<file path="config.mk">
export PLATFORM = sky130hd
export DESIGN_NAME = dev_addr_decoder
export DESIGN_NICKNAME = d
export VERILOG_FILES = /design/src/logic/dev_map_pkg.sv /design/src/logic/soc_bus_pkg.sv /design/src/logic/dev_addr_decoder.sv
export SDC_FILE = /design/constraint.sdc
export NUM_CORES = 1
export LEC_CHECK = 0
export ABC_AREA = 1
export ABC_CLOCK_PERIOD_IN_PS = 800
export BUFFER_PORTS_ARGS = -buffer_cell sky130_fd_sc_hd__buf_2
export CORE_MARGIN = 3
export CORE_UTILIZATION = 23
export DETAILED_ROUTE_END_ITERATION = 12
export GPL_ROUTABILITY_DRIVEN = 0
export PLACE_DENSITY = 0.86
export SLEW_MARGIN = 0
export SYNTH_ARGS = -nofsm -noshare
export SYNTH_HDL_FRONTEND = slang
export SYNTH_SLANG_ARGS = --single-unit
</file>
<file path="constraint.sdc">
create_clock -name vclk -period 0.8
set_input_delay 0.12 -clock vclk [all_inputs]
set_output_delay 0.12 -clock vclk [all_outputs]
set_load 0.02 [all_outputs]
</file>
<file path="src/logic/dev_map_pkg.sv">
package dev_map_pkg;

    // ------------------------------------------------------------
    // Device address map
    // ------------------------------------------------------------
    // Top address bits pick the device, the rest is device-local
    localparam int DEV_PREFIX_W = 8;

    typedef logic [DEV_PREFIX_W-1:0] dev_prefix_t;

    // 0xC000_0000 - 0xC0FF_FFFF
    localparam dev_prefix_t UART_PREFIX = 8'hC0;   // UART registers

    // 0xC200_0000 - 0xC2FF_FFFF
    localparam dev_prefix_t SPI_PREFIX = 8'hC2;    // SD card SPI registers

    // Everything else is unmapped and answered at once with zero

    // ------------------------------------------------------------
    // System reset
    // ------------------------------------------------------------
    // Cycles the system reset stays high after usr_reset drops
    localparam int RST_STRETCH = 5;

endpackage

</file>
<file path="src/logic/soc_bus_pkg.sv">
package soc_bus_pkg;

    // ------------------------------------------------------------
    // Core count and indexing
    // ------------------------------------------------------------
    localparam int CORE_NUMS = 4;              // Cores sharing the device bus
    localparam int CORE_ID_W = 2;              // Enough bits to name every core

    // ------------------------------------------------------------
    // Bus widths
    // ------------------------------------------------------------
    localparam int XLEN = 32;                  // Data and address width

    // Bus data word, both directions
    typedef logic [XLEN-1:0] data_t;

    // Byte address as issued by a core
    typedef logic [XLEN-1:0] addr_t;

    // One enable per byte lane
    typedef logic [XLEN/8-1:0] be_t;

    // Core index, used by the arbiter for grant bookkeeping
    typedef logic [CORE_ID_W-1:0] core_id_t;

endpackage
</file>
<file path="src/logic/dev_addr_decoder.sv">
module dev_addr_decoder (
    // Shared device bus
    input  logic               bus_strobe_i,
    input  soc_bus_pkg::addr_t bus_addr_i,
    output logic               bus_ready_o,
    output soc_bus_pkg::data_t bus_rdata_o,

    // UART range
    output logic               uart_strobe_o,
    input  logic               uart_ready_i,
    input  soc_bus_pkg::data_t uart_rdata_i,

    // SPI range
    output logic               spi_strobe_o,
    input  logic               spi_ready_i,
    input  soc_bus_pkg::data_t spi_rdata_i
);

    dev_map_pkg::dev_prefix_t prefix;
    logic                     uart_sel;
    logic                     spi_sel;

    // ------------------------------------------------------------
    // Range match on the top address byte
    // ------------------------------------------------------------
    assign prefix   = bus_addr_i[soc_bus_pkg::XLEN-1 -: dev_map_pkg::DEV_PREFIX_W];
    assign uart_sel = (prefix == dev_map_pkg::UART_PREFIX);
    assign spi_sel  = (prefix == dev_map_pkg::SPI_PREFIX);

    // Only the addressed device sees the strobe
    assign uart_strobe_o = bus_strobe_i & uart_sel;
    assign spi_strobe_o  = bus_strobe_i & spi_sel;

    // ------------------------------------------------------------
    // Answer mux
    // ------------------------------------------------------------
    // Unmapped space answers right away so the bus never hangs
    assign bus_ready_o = uart_sel ? uart_ready_i :
                         spi_sel  ? spi_ready_i  :
                                    1'b1;

    assign bus_rdata_o = uart_sel ? uart_rdata_i :
                         spi_sel  ? spi_rdata_i  :
                                    '0;           // Unmapped reads as zero

endmodule

</file>
==> results of run 1 <==
## power by group through the flow
stage               Sequential, W  Combinational, W  Clock, W
global route                    0          0.000490         0
global placement                0          0.000330         0
finish                          0          0.000452         0
CTS                             0          0.000412         0
detailed placement              0          0.000336         0
floorplan                       0          0.000121         0
## logic make-up after synthesis
kind of cell / share of synthesized area
buf+inv: 0.178
simple gates: 0.822
## per-layer routing
metal  routed length [microns]  vias to the layer above  share of wire
li1                          -                      671              -
met1                      1360                      635           0.34
met2                      2170                       74           0.55
met3                       395                        4          0.099
met4                        40                        0          0.010
met5                         0                        -              0
## worst max-delay path: cells and delay by family
family | cells | cell delay (ps)
buffers and inverters | 5 | 580
and+or+nand+nor | 4 | 370
## area by class of cell
class                           count  area [sq um]  area share
Inverter                            9          51.3      0.0263
Tap cell                           30          37.5      0.0193
Multi-Input combinational cell    111           787       0.404
Timing Repair Buffer              123          1070       0.550
## path summary, 6_finish.rpt
| check | endpoint | cells after the start | from |
|---|---|---|---|
| max | bus_rdata_o[18] | 9 | bus_addr_i[29] |
| min | bus_rdata_o[11] | 4 | spi_rdata_i[11] |
## cell usage in the layout (no fill, tap or decap)
cell,netlist,layout
inv_6,0,1
inv_12,0,1
nand3_1,65,43
inv_2,3,4
inv_1,6,3
nand3b_1,1,1
buf_2,10,72
buf_8,0,1
nand2_4,0,4
buf_4,1,2
nand2_2,1,34
clkbuf_16,0,1
nor2_4,3,5
nand3_2,0,19
nand2_1,39,2
buf_16,0,4
buf_12,0,7
nand3_4,0,3
buf_6,2,36
## timing repair
action	in CTS	in global routing
endpoints found under the setup margin	35	35
resized for setup	87	20
cloned	4	1
pin swaps	8	5
buffers inserted	2	0
## cell usage after synthesis
| master | number |
|---|---|
| nor2_4 | 3 |
| nor2_1 | 2 |
| nand3_1 | 65 |
| nand2_2 | 1 |
| buf_2 | 10 |
| buf_6 | 2 |
| nand2_1 | 39 |
| buf_4 | 1 |
| inv_1 | 6 |
| nand3b_1 | 1 |
| inv_2 | 3 |
## stage by stage
step | area (sq um) | setup slack [ps] | total power [W] | util
6_report | 1950 | -376 | 0.000452 | 0.758
5_1_grt | 1950 | -415 | 0.000490 | 0.758
3_5_place_dp | 1400 | -421 | 0.000336 | 0.547
3_3_place_gp | 1400 | -403 | 0.000330 | 0.547
4_1_cts | 1820 | -358 | 0.000412 | 0.709
2_1_floorplan | 798 | -110 | 0.000121 | -
==> run metrics, run 1 <==
outcome=finished, violations left; failing checks=negative setup slack; Detail Placement HPWL=2320 microns; synth unique cells=11; synthesis-to-finish area growth=204%; Syn Inst Count=133; Worst setup EP type=output pin; Final setup viols=35; Initial Util=0.250; routed vias=1384; Pleak=0.990 nW; setup TNS=-11530 ps; die height=58.8 microns; Core Area=2570 sq um; Clk pwr share=0; worst hold path class=input port to output pin; GRT met3 Usage=0.0329; DR iter-0 viols=69; Max Cap Violations=0; FMAX=0.850 GHz; GR Util met1=0.240; RSZ-0062 raised after global routing=true; initial antenna violation count=0; Post-Place Cells=266; final worst slack=-376 ps; startpoint types=input port; sw frac=0.453; CP Data Required Time=680 ps; I/O pins=134; DR WL/cell=14.5 microns; largest cells by area after synthesis=nand3_1 51%, nand2_1 23%, buf_2 7.8%; mean post-synth cell area=4.82 sq um; drt total wl=3970 microns; total net switching power=0.000205 W; Post-Syn Area=641 sq um; Critical-path top delay cell=buf_12; vias per std cell=5.07; final worst path period share=1.47; Rel. slew slack=0.890; arrival time worst endpoint=1060 ps; PwrDens=232 nW/um^2; Final nets=344; Syn Nets=232; Hold-fix buffers, CTS=0; Std-Cell Rows=18; fin. max-slew vios=0; number of clock buffers in the layout=0; seq_cells=0; met2 GRT Util=0.438; Routed Antenna Nets=0; Die W=58.8 microns; Pint=0.000247 W; worst hold slack=559 ps; Residual DRC=0; fraction of layout cells with a size suffix above 1=0.798; crit-path max FO=20; sequential power share=0; Fin. Hold Viols=0; post-synthesis sequential area ratio=0; Syn. warnings=0; vias in the first global route=1452; top cell type by total area after synthesis=nand3_1; Logic pwr share=1.000; Fillers=205; n_diodes=0; gr busiest metal=met2; global-route wire length before repair=6120 microns; slowest stage delay, CP=160 ps; fin cells=273; All-Layer GR Usage=0.217; GRT Residual Overflow=0; die area=3450 sq um; worst-margin pin slew=165 ps; largest net degree at the start of global routing=21; CP cell instances=buf_8 > inv_12 > nand2_4 > nor2_4 > buf_12 > buf_16 > nand3_1 > nand2_2 > buf_6; largest vdd supply drop=0.219 mV; register area=0 sq um; top cell type's share of synthesized area=0.508; PortBufs=110; Worst Path Class, Setup=input port to output pin; crit path time final=1180 ps; TritonRoute pass-1 iters=4
(Power assumes the default switching activity.)
==> inputs of run 2 (changes only) <==
==> constraint.sdc (replaced) <==
create_clock -name vclk -period 0.8
set_input_delay 0 -clock vclk [all_inputs]
set_output_delay 0 -clock vclk [all_outputs]
set_load 0.02 [all_outputs]
==> run 2 against run 1 <==
  * The run still ends with negative setup slack left
  * Maximum frequency rose by 31%
  * Hold slack got worse by 240 ps
  * Routed wire length fell by 10%
  * Clock-buffer cell count did not move
  * Utilization fell by 6.7 points
  * Largest power group unchanged
  * Flip-flop and latch count did not move
  * Via count fell by 2.4%
  * Critical path depth did not move
==> run metrics, run 2 (synthesized netlist as in run 1, its figures left out) <==
Fin. Hold Viols=0; final worst slack=-99.9 ps; register area=0 sq um; fin util=0.691; CP Data Required Time=800 ps; Worst setup EP type=output pin; slowest stage delay, CP=170 ps; crit-path max FO=9; crit path time final=900 ps; Rel. slew slack=0.898; I/O pins=134; RSZ-0062 raised after global routing=true; die height=58.8 microns; Final nets=345; DR iter-0 viols=38; outcome=finished, violations left; DR WL/cell=13.0 microns; drt total wl=3560 microns; Std-Cell Rows=18; startpoint types=input port; worst-margin pin slew=153 ps; vias in the first global route=1243; vias per std cell=4.93; failing checks=negative setup slack; Residual DRC=0; Placed Area=1270 sq um; most frequent cells in the layout=73 x buf_2, 53 x nand3_1, 38 x buf_6; largest vdd supply drop=0.178 mV; initial antenna violation count=0; PwrDens=230 nW/um^2; setup TNS=-2480 ps; Final setup viols=35; GRT Residual Overflow=0; Critical-path top delay cell=clkbuf_16; largest net degree at the start of global routing=20; Die W=58.8 microns; worst hold path class=input port to output pin; fin area=1770 sq um; fin cells=274; Detail Placement HPWL=2190 microns; All-Layer GR Usage=0.170; Routed Antenna Nets=0; CP cell instances=buf_6 > inv_2 > nand2_2 > nor2_4 > buf_6 > clkbuf_16 > nand3_1 > nand2_1 > buf_6; seq_cells=0; Max Cap Violations=0; Core Area=2570 sq um; fraction of layout cells with a size suffix above 1=0.643; Initial Util=0.250; TritonRoute pass-1 iters=4; commonest non-fill, non-tap cell in the layout=buf_2; FMAX=1.11 GHz; number of clock buffers in the layout=0; n_diodes=0; die area=3450 sq um; most common cell type on the critical path=buf_6; Worst Path Class, Setup=input port to output pin; final worst path period share=1.12; PortBufs=110; routed vias=1351; Pleak=0.968 nW; global-route wire length before repair=4820 microns; Design Power=0.000408 W; fin. max-slew vios=0; synthesis-to-finish area growth=177%; arrival time worst endpoint=900 ps; Post-Place Cells=266
[run 2: layout make-up]
cell class | count | area, sq um
Inverter | 9 | 33.8
Timing Repair Buffer | 124 | 1090
Tap cell | 30 | 37.5
Multi-Input combinational cell | 111 | 617
Fill cell | 214 | 793
[run 2: routing by layer]
metal | part of all wire | global-route usage | up-vias | wire [microns]
met5 | 0 | 0 | - | 0
met4 | 0.015 | 0.0324 | 0 | 54
met3 | 0.091 | 0.0285 | 6 | 325
met2 | 0.56 | 0.380 | 67 | 1980
met1 | 0.34 | 0.149 | 610 | 1200
li1 | - | - | 668 | -
[run 2: metrics by stage]
stage	hold slack [ps]	setup slack (ps)
6_report	320	-99.9
5_1_grt	330	-152
4_1_cts	322	-81.6
3_5_place_dp	338	-90.5
3_3_place_gp	335	-86.3
2_1_floorplan	145	68.6
[run 2: power by group]
part	switching (W)	internal [W]
clock	0	0
sequential	0	0
combinational	0.000172	0.000236
total	0.000172	0.000236
[run 2: path summary, 6_finish.rpt]
kind                            start              end  slack (ps)  cells past startpoint
worst min-delay path  uart_rdata_i[7]   bus_rdata_o[7]         320                      4
worst max-delay path   bus_addr_i[29]  bus_rdata_o[24]        -100                      9
[run 2: worst max-delay path, delay by kind of cell]
| kind | cells | cell delay, ps |
|---|---|---|
| buffers and inverters | 5 | 580 |
| AND/OR/NAND/NOR | 4 | 320 |
[run 2: timing repair]
action / in CTS / in global routing
setup buffers: 2 / 0
hold buffers: 0 / 0
gates resized for setup: 81 / 21
pin swaps: 8 / 10
cloned: 3 / 3
endpoints found under the setup margin: 35 / 35
