===== src/logic/soc_bus_pkg.sv =====
package soc_bus_pkg;

    // ------------------------------------------------------------
    // Core count and indexing
    // ------------------------------------------------------------
    localparam int CORE_NUMS = 4;              // Cores sharing the device bus
    localparam int CORE_ID_W = 2;              // Enough bits to name every core

    // ------------------------------------------------------------
    // Bus widths
    // ------------------------------------------------------------
    localparam int XLEN = 32;                  // Data and address width

    // Bus data word, both directions
    typedef logic [XLEN-1:0] data_t;

    // Byte address as issued by a core
    typedef logic [XLEN-1:0] addr_t;

    // One enable per byte lane
    typedef logic [XLEN/8-1:0] be_t;

    // Core index, used by the arbiter for grant bookkeeping
    typedef logic [CORE_ID_W-1:0] core_id_t;

endpackage

===== src/logic/core_req_slot.sv =====
module core_req_slot (
    input  logic               clk,
    input  logic               rst_i,          // Stretched system reset

    // Core side request, valid only with the strobe
    input  logic               req_strobe_i,
    input  soc_bus_pkg::addr_t req_addr_i,
    input  logic               req_we_i,
    input  soc_bus_pkg::be_t   req_be_i,
    input  soc_bus_pkg::data_t req_wdata_i,

    // Completion from the arbiter
    input  logic               done_i,         // One-cycle pulse, this slot only
    input  soc_bus_pkg::data_t done_rdata_i,

    // Held request toward the arbiter
    output logic               pending_o,
    output soc_bus_pkg::addr_t held_addr_o,
    output logic               held_we_o,
    output soc_bus_pkg::be_t   held_be_o,
    output soc_bus_pkg::data_t held_wdata_o,

    // Answer toward the core
    output logic               ready_o,        // One cycle after done_i
    output soc_bus_pkg::data_t rdata_o
);

    // ------------------------------------------------------------
    // Pending flag and ready pulse
    // ------------------------------------------------------------
    always_ff @(posedge clk) begin
        if (rst_i) begin
            pending_o <= 1'b0;
            ready_o   <= 1'b0;
        end else begin
            ready_o <= done_i;                 // Ready trails done by one edge
            if (done_i)
                pending_o <= 1'b0;             // Falls together with ready
            else if (req_strobe_i)
                pending_o <= 1'b1;             // Visible from the next cycle
        end
    end

    // ------------------------------------------------------------
    // Request and answer payload
    // ------------------------------------------------------------
    // Fields stay put while the slot waits, even when the bus stalls
    always_ff @(posedge clk) begin
        if (req_strobe_i) begin
            held_addr_o  <= req_addr_i;
            held_we_o    <= req_we_i;
            held_be_o    <= req_be_i;
            held_wdata_o <= req_wdata_i;
        end
        if (done_i)
            rdata_o <= held_we_o ? '0 : done_rdata_i;   // Writes return zero
    end

endmodule


===== config.mk =====
export PLATFORM = sky130hd
export DESIGN_NAME = core_req_slot
export DESIGN_NICKNAME = d
export VERILOG_FILES = /design/src/logic/soc_bus_pkg.sv /design/src/logic/core_req_slot.sv
export SDC_FILE = /design/constraint.sdc
export NUM_CORES = 1
export LEC_CHECK = 0
export BUFFER_PORTS_ARGS = -buffer_cell sky130_fd_sc_hd__buf_2
export CAP_MARGIN = 25
export CORE_ASPECT_RATIO = 2
export CORE_UTILIZATION = 30
export CTS_BUF_LIST = sky130_fd_sc_hd__clkbuf_4 sky130_fd_sc_hd__clkbuf_8
export CTS_CLUSTER_SIZE = 30
export DETAILED_ROUTE_END_ITERATION = 6
export SLEW_MARGIN = 30
export SYNTH_ARGS = -nofsm -noshare
export SYNTH_HDL_FRONTEND = slang
export SYNTH_SLANG_ARGS = --single-unit

===== constraint.sdc =====
create_clock -name clk -period 1.07 [get_ports clk]
set_input_delay 0.107 -clock clk [delete_from_list [all_inputs] [get_ports clk]]
set_output_delay 0.107 -clock clk [all_outputs]
set_load 0.005 [all_outputs]

==> flow_summary.rst, run 1 <==
.. list-table::
   :header-rows: 1

   * - Metric
     - Value
   * - Pin slew with the least headroom to its limit
     - 0.3550 ns
   * - Instance area after placement
     - between 4000 and 5000 sq um
   * - Initial core utilization
     - roughly 31%
   * - Timing-limited maximum frequency
     - between 800 and 900 MHz
   * - Headroom to the max-slew limit
     - around three quarters
   * - Result of the run
     - finished with violations
   * - Number of failing hold endpoints at the final stage
     - 0
   * - Clock transition at path regs
     - ~0.1 ns
   * - Failing checks
     - setup timing
   * - Total number of yosys warnings
     - 0
   * - 1st-pass router iterations
     - 4
   * - CP Data Required Time
     - about 0.96 ns
   * - Origin of the worst setup path
     - held_we_o
   * - Drt total wl
     - around 8300 um
   * - Number of max-cap violations
     - 0
   * - Number of DRC violations after detailed routing
     - 0
   * - Setup violation total in the final timing report
     - 6
   * - Fraction of final layout cells with drive strength greater than 1
     - a little over half
   * - Number of cells traversed by the worst register-to-register path
     - 2
   * - Multiplexer fraction of the synthesized cell area
     - 0%
   * - Total Power
     - ~7.9 mW
   * - Fraction of post-synthesis cell area in the top cell type by area
     - roughly nine tenths
   * - Worst min-delay path class
     - in2reg
   * - Core area
     - approximately 11,000 sq um
   * - Maximum clock skew at final layout
     - ~0.0063 ns
   * - H-tree depth reported by CTS
     - 3
   * - Worst-skew pair later-pin latency
     - 0.36 ns
   * - Die Height
     - around 150 um
   * - Arr. time, crit path
     - 1.05 ns
   * - Overflow left after global routing
     - 0
   * - Sequential cell area fraction in the yosys report
     - 92.82%
   * - Number of buffers inserted by port buffering
     - approximately 210
   * - Shortest period the worst path allows
     - ~1.2 ns
   * - Fin area
     - approximately 5500 sq um
   * - Hold Path Depth
     - 2
   * - Leakage power
     - between 2 and 2.5 nW
   * - Worst-path fanout max
     - 2
   * - Xor/xnor share of the synthesized area
     - 0%
   * - P per Cell Area
     - about 1400 nW/um^2
   * - GR Util All Layers
     - 14.60%
   * - Number of max-slew violations in the final report
     - 0
   * - Vias per cell
     - between 4 and 5
   * - Final net count
     - between 500 and 600
   * - Endpoint with the worst hold slack
     - rdata_o[16]
   * - Maximum number of buffers from clock root to sink
     - 2
   * - Antenna Cells
     - 0
   * - Placement Setup Slack
     - between 0.15 and 0.2 ns
   * - Synth Area in Adders
     - 0%
   * - Fin crit share
     - 107.9%
   * - Via count
     - about 2,300
   * - Minimum setup slack in the final design
     - -0.08504 ns
   * - Leading area contributor after synthesis
     - edfxtp_1
   * - Post-route worst hold slack
     - roughly 0.036 ns
   * - Die Wd
     - between 70 and 80 um
   * - Fill cell total of the finished layout
     - roughly 900
   * - Number of DRC markers in iteration 0
     - approximately 110
   * - Average detailed-routed wire length per instance
     - about 15 um
   * - Placer congestion estimate
     - between 0.6 and 0.7
   * - Leading cell types by total area after synthesis
     - edfxtp_1 92%, nor2b_1 6.2%, dfxtp_1 1.2%
   * - Critical Setup Path Class
     - reg2out
   * - Register bit count reported by yosys
     - 103
   * - Vias in the first global route
     - approximately 2,400
   * - Crit end category
     - primary output
   * - Number of clock buffers inserted by TritonCTS
     - 9
   * - IO Pins
     - 208
   * - CTS tree
     - yes
   * - Area growth from synthesis to final layout
     - 66.59%
   * - Post-detail-place hpwl
     - roughly 5500 um
   * - Netlist area before placement
     - 3311 sq um
   * - Clock tree sinks
     - 103
   * - First-pass GRT wire length
     - 12,350 um
   * - Number of nets with antenna violations after routing
     - 0
   * - End of the worst register-to-register path
     - rdata_o[14]
   * - Combinational family with the most area after synthesis
     - simple AND/OR/NAND/NOR gates
   * - Worst flop-to-flop path startpoint
     - held_we_o
   * - Root buffer selected by CTS
     - clkbuf_8
   * - HP Start
     - done_rdata_i[16]
   * - Compound-cell area share of the yosys netlist
     - 0%
   * - Net count after synthesis
     - approximately 250
   * - Floorplan die area
     - roughly 11,000 sq um
   * - Synthesized instance count
     - between 100 and 150
   * - Antenna violations before repair
     - 0
   * - Setup slack of the most critical reg-to-reg path
     - -0.01 ns
   * - Pin count of the biggest net entering global routing
     - between 70 and 80
   * - Simple-gate portion of the synthesized area
     - ~6.5%
   * - Unrepaired setup endpoints after global routing
     - yes
   * - Number of library cell types mapped by synthesis
     - 6
   * - Num rows
     - 53
   * - Launching element type of the critical path
     - flip-flop
   * - Maximum VDD drop
     - roughly 0.79 mV
   * - Syn Area/Cell
     - approximately 23 sq um
[cells in the mapped netlist (all sizes together)]
cell,number
nor3,1
edfxtp,101
nor2,1
buf,3
dfxtp,2
nor2b,33
[layout by cell type (no fill, tap or decap), types with 2 or more instances in the layout]
cell type	n
nor2b_1	21
dfxtp_1	2
dlygate4sd3_1	70
clkbuf_8	9
nor2b_4	7
clkinvlp_4	3
edfxtp_1	101
nor2b_2	5
buf_4	2
buf_2	206
buf_12	3
[critical path: stages (launching register included)]
cell,delay [ns]
edfxtp_1,0.44
buf_12,0.15
buf_6,0.10
[layer usage]
layer  up-vias  global-route usage, %  routed length [um]
met2       134                  26.26                4597
met1      1065                  15.91                3060
li1       1107                      -                   -
met5         -                      0                   0
met4         0                  6.923                 161
met3        11                  3.697                 524
[registers in the layout (all words and copies together) (netlist names)]
name	count
rdata_o	32
held_be_o	4
pending_o	1
held_we_o	1
held_addr_o	32
held_wdata_o	32
ready_o	1
[cell families after synthesis]
| family | count (synthesis) |
|---|---|
| flip-flops | 103 |
| AND/OR/NAND/NOR | 35 |
| buffers and inverters | 3 |
[repair_timing]
item                       in CTS  in global routing
hold buffers                   70                  0
gates cloned                    1                  0
hold endpoints to repair       71                  0
setup buffers                   2                  0
gates resized for setup         1                 12
setup endpoints to repair       1                 33
[how the worst max path moves through the flow]
stage | endpoint | slack [ns] | cells after the start
2_1_floorplan | rdata_o[10] | 0.19 | 2
3_3_place_gp | held_addr_o[0] | 0.17 | 2
3_5_place_dp | held_addr_o[0] | 0.16 | 2
4_1_cts | held_we_o | -0.11 | 2
5_1_grt | held_we_o | -0.14 | 2
6_report | held_we_o | -0.09 | 2
[power breakdown]
| part | switching, mW | internal [mW] |
|---|---|---|
| Sequential | 0.0722 | 4.75 |
| Combinational | 0.387 | 0.566 |
| Clock | 1.29 | 0.845 |
[area by class of cell]
| class | instances | area (sq um) | share of cell area, % |
|---|---|---|---|
| Sequential cell | 103 | 3073 | 55.72 |
| Timing Repair Buffer | 282 | 1818 | 32.96 |
| Multi-Input combinational cell | 35 | 280.3 | 5.082 |
| Tap cell | 137 | 171.4 | 3.108 |
| Clock buffer | 9 | 123.9 | 2.246 |
| Clock inverter | 7 | 48.80 | 0.8848 |
[metrics by stage]
stage | std cells | setup TNS, ns | util (%)
after global routing | 573 | -1.245 | 51.98
after CTS | 574 | -0.8461 | 51.67
after floorplan | 141 | 0 | -
final | 573 | -0.1098 | 51.98
after detailed placement | 485 | 0 | 42.94
after global placement | 485 | 0 | 42.94
No activity file was read; power rests on OpenSTA's default activity.
==> inputs of run 2 (changes only) <==
--- a/config.mk
+++ b/config.mk
@@ -8,10 +8,12 @@
 export BUFFER_PORTS_ARGS = -buffer_cell sky130_fd_sc_hd__buf_2
 export CAP_MARGIN = 25
 export CORE_ASPECT_RATIO = 2
-export CORE_UTILIZATION = 30
+export CORE_UTILIZATION = 44
 export CTS_BUF_LIST = sky130_fd_sc_hd__clkbuf_4 sky130_fd_sc_hd__clkbuf_8
 export CTS_CLUSTER_SIZE = 30
 export DETAILED_ROUTE_END_ITERATION = 6
+export MAX_ROUTING_LAYER = met4
+export PLACE_DENSITY = 0.82
 export SLEW_MARGIN = 30
 export SYNTH_ARGS = -nofsm -noshare
 export SYNTH_HDL_FRONTEND = slang
==> run 2 against run 1 <==
Compared with the run above:
- the run still ends with setup timing left
- worst hold slack better by 0.0062 ns
- maximum frequency up 0.54%
- sequential share of layout area up 0.94 points
- cell count down 7.7%
- clock skew down 0.00096 ns
- count of clock-buffer cells in the layout unchanged
- wire length up 2.9%
- global-route usage up 8.5 points
- critical path type unchanged
- critical endpoint unchanged
- largest cell class unchanged
==> flow_summary.rst, run 2 (same netlist as run 1, synthesis figures left out) <==
.. list-table::
   :header-rows: 1

   * - Metric
     - Value
   * - Number of max-cap violations
     - 0
   * - 1st-pass router iterations
     - 4
   * - Slowest stage delay, CP
     - about 0.44 ns
   * - Number of DRC markers in iteration 0
     - 136
   * - Die Height
     - 124.7 um
   * - Final cell utilization of the core
     - between 70% and 80%
   * - Number of failing hold endpoints at the final stage
     - 0
   * - Pin slew with the least headroom to its limit
     - roughly 0.30 ns
   * - Maximum number of buffers from clock root to sink
     - 2
   * - Average detailed-routed wire length per instance
     - ~16 um
   * - Dominant delay contributor by cell family on the critical path
     - flip-flops
   * - Overflow left after global routing
     - 0
   * - Worst-path fanout max
     - 2
   * - Crit end category
     - primary output
   * - Sum of negative setup slack
     - -0.07881 ns
   * - Arr. time, crit path
     - roughly 1.0 ns
   * - Worst-path cell with the longest stage delay
     - edfxtp_1
   * - Area growth from synthesis to final layout
     - 63.83%
   * - Root buffer selected by CTS
     - clkbuf_8
   * - P per Cell Area
     - about 1400 nW/um^2
   * - Combinational cell fraction of total power
     - between 10% and 20%
   * - Die Wd
     - between 60 and 70 um
   * - IO Pins
     - 208
   * - Vias per cell
     - 4.605
   * - Clock transition at path regs
     - around 0.090 ns
   * - Drt total wl
     - 8588 um
   * - Critical Setup Path Class
     - reg2out
   * - Maximum clock skew at final layout
     - ~0.0053 ns
   * - Number of buffers inserted by port buffering
     - just over 200
   * - GR Util All Layers
     - a little under a quarter
   * - Number of clock buffers inserted by TritonCTS
     - 9
   * - Most frequent cells in the layout
     - 206 x buf_2, 101 x edfxtp_1, 70 x dlygate4sd3_1, 31 x nor2b_1, 9 x clkbuf_8
   * - Vias in the first global route
     - roughly 2,400
   * - Timing-limited maximum frequency
     - between 800 and 900 MHz
   * - Maximum VDD drop
     - around 1.0 mV
   * - Final net count
     - about 540
   * - Headroom to the max-slew limit
     - approximately four fifths
   * - Initial core utilization
     - between 40% and 50%
   * - Worst min-delay path class
     - in2reg
   * - CP Data Required Time
     - ~0.96 ns
   * - Leakage power
     - approximately 2.4 nW
   * - Number of standard cells in the final layout excluding fillers
     - ~530
   * - Failing checks
     - setup timing
   * - Fin area
     - about 5400 sq um
   * - Number of DRC violations after detailed routing
     - 0
   * - Switching power as a share of total power
     - a little over a fifth
   * - Switching power of the nets
     - roughly 1.7 mW
   * - First-pass GRT wire length
     - roughly 13,000 um
   * - Pin count of the biggest net entering global routing
     - 60
   * - H-tree depth reported by CTS
     - 3
   * - Worst-skew pair later-pin latency
     - between 0.3 and 0.4 ns
   * - Core area
     - around 7300 sq um
   * - Placed Cells incl. Taps
     - 441
   * - Number of max-slew violations in the final report
     - 0
   * - Clock tree sinks
     - ~100
   * - Shortest period the worst path allows
     - roughly 1.1 ns
   * - Num rows
     - 44
   * - Post-route worst hold slack
     - 0.04220 ns
   * - Power share of the clock group
     - 26.0%
   * - Result of the run
     - finished with violations
   * - Via count
     - around 2,400
   * - Antenna Cells
     - 0
   * - Minimum setup slack in the final design
     - -0.07881 ns
   * - Fraction of final layout cells with drive strength greater than 1
     - a little over half
   * - CTS tree
     - yes
   * - Cells traversed along the worst timing path
     - buf_12 > buf_6
   * - Fraction of power consumed by sequential logic
     - about three fifths
   * - Placer congestion estimate
     - 0.6903
   * - Setup violation total in the final timing report
     - 1
   * - Antenna violations before repair
     - 0
   * - Most frequent standard cell in the layout excluding fill and tap cells
     - buf_2
   * - Unrepaired setup endpoints after global routing
     - yes
   * - Pint
     - around 6 mW
   * - Instance area after placement
     - roughly 4500 sq um
   * - Floorplan die area
     - 7896 sq um
   * - Number of nets with antenna violations after routing
     - 0
   * - Top flop regs
     - held_addr_o (32), held_wdata_o (32), rdata_o (32)
   * - Fin crit share
     - 107.4%
   * - Worst path buffer plus inverter count
     - 2
   * - Launching element type of the critical path
     - flip-flop
## run 2: cell count changes in the layout (fill, tap and decap cells not counted), moves of 2 or more
cell,previous run,this run
nor2b_2,5,2
nor2b_4,7,0
clkinvlp_4,3,1
nor2b_1,21,31
## run 2: power by group through the flow
stage / sequential, mW / clock, mW / combinational [mW]
5_1_grt: 4.86 / 2.23 / 1.02
2_1_floorplan: 4.97 / 0 / 0.0764
6_report: 4.83 / 2.04 / 0.952
4_1_cts: 4.82 / 2.10 / 0.941
3_3_place_gp: 4.90 / 0 / 0.674
3_5_place_dp: 4.91 / 0 / 0.701
## run 2: worst paths after layout
kind	start	end	slack, ns	depth (start not counted)
worst max-delay path	held_we_o	held_we_o	-0.08	2
worst min-delay path	done_rdata_i[18]	rdata_o[18]	0.04	2
worst max register to register	held_we_o	rdata_o[25]	0.01	3
worst min register to register	pending_o	pending_o	0.50	2
## run 2: what timing repair did
item / in CTS / in global routing
gates cloned: 1 / 0
hold endpoints to repair: 71 / 0
setup endpoints to repair: 1 / 17
buffers inserted: 2 / 0
resized for setup: 3 / 1
hold buffers: 70 / 0
## run 2: stage by stage
| step | total power [mW] | worst slack (ns) |
|---|---|---|
| 2_1_floorplan | 5.045 | 0.1922 |
| 3_3_place_gp | 5.576 | 0.2120 |
| 3_5_place_dp | 5.615 | 0.1713 |
| 4_1_cts | 7.866 | -0.09680 |
| 5_1_grt | 8.113 | -0.1158 |
| 6_report | 7.822 | -0.07881 |
## run 2: area by class of cell
class / instances / area, sq um
Clock buffer: 9 / 123.9
Clock inverter: 6 / 38.79
Fill cell: 452 / 1843
Multi-Input combinational cell: 35 / 220.2
Sequential cell: 103 / 3073
Tap cell: 92 / 115.1
Timing Repair Buffer: 284 / 1853
## run 2: per-layer routing
| layer | vias up | part of all wire [%] | track usage [%] |
|---|---|---|---|
| li1 | 1114 | - | - |
| met3 | 26 | 7.1 | 5.952 |
| met5 | - | 0 | - |
| met1 | 1148 | 33 | 21.76 |
| met4 | 0 | 4.1 | 13.77 |
| met2 | 148 | 56 | 40.43 |
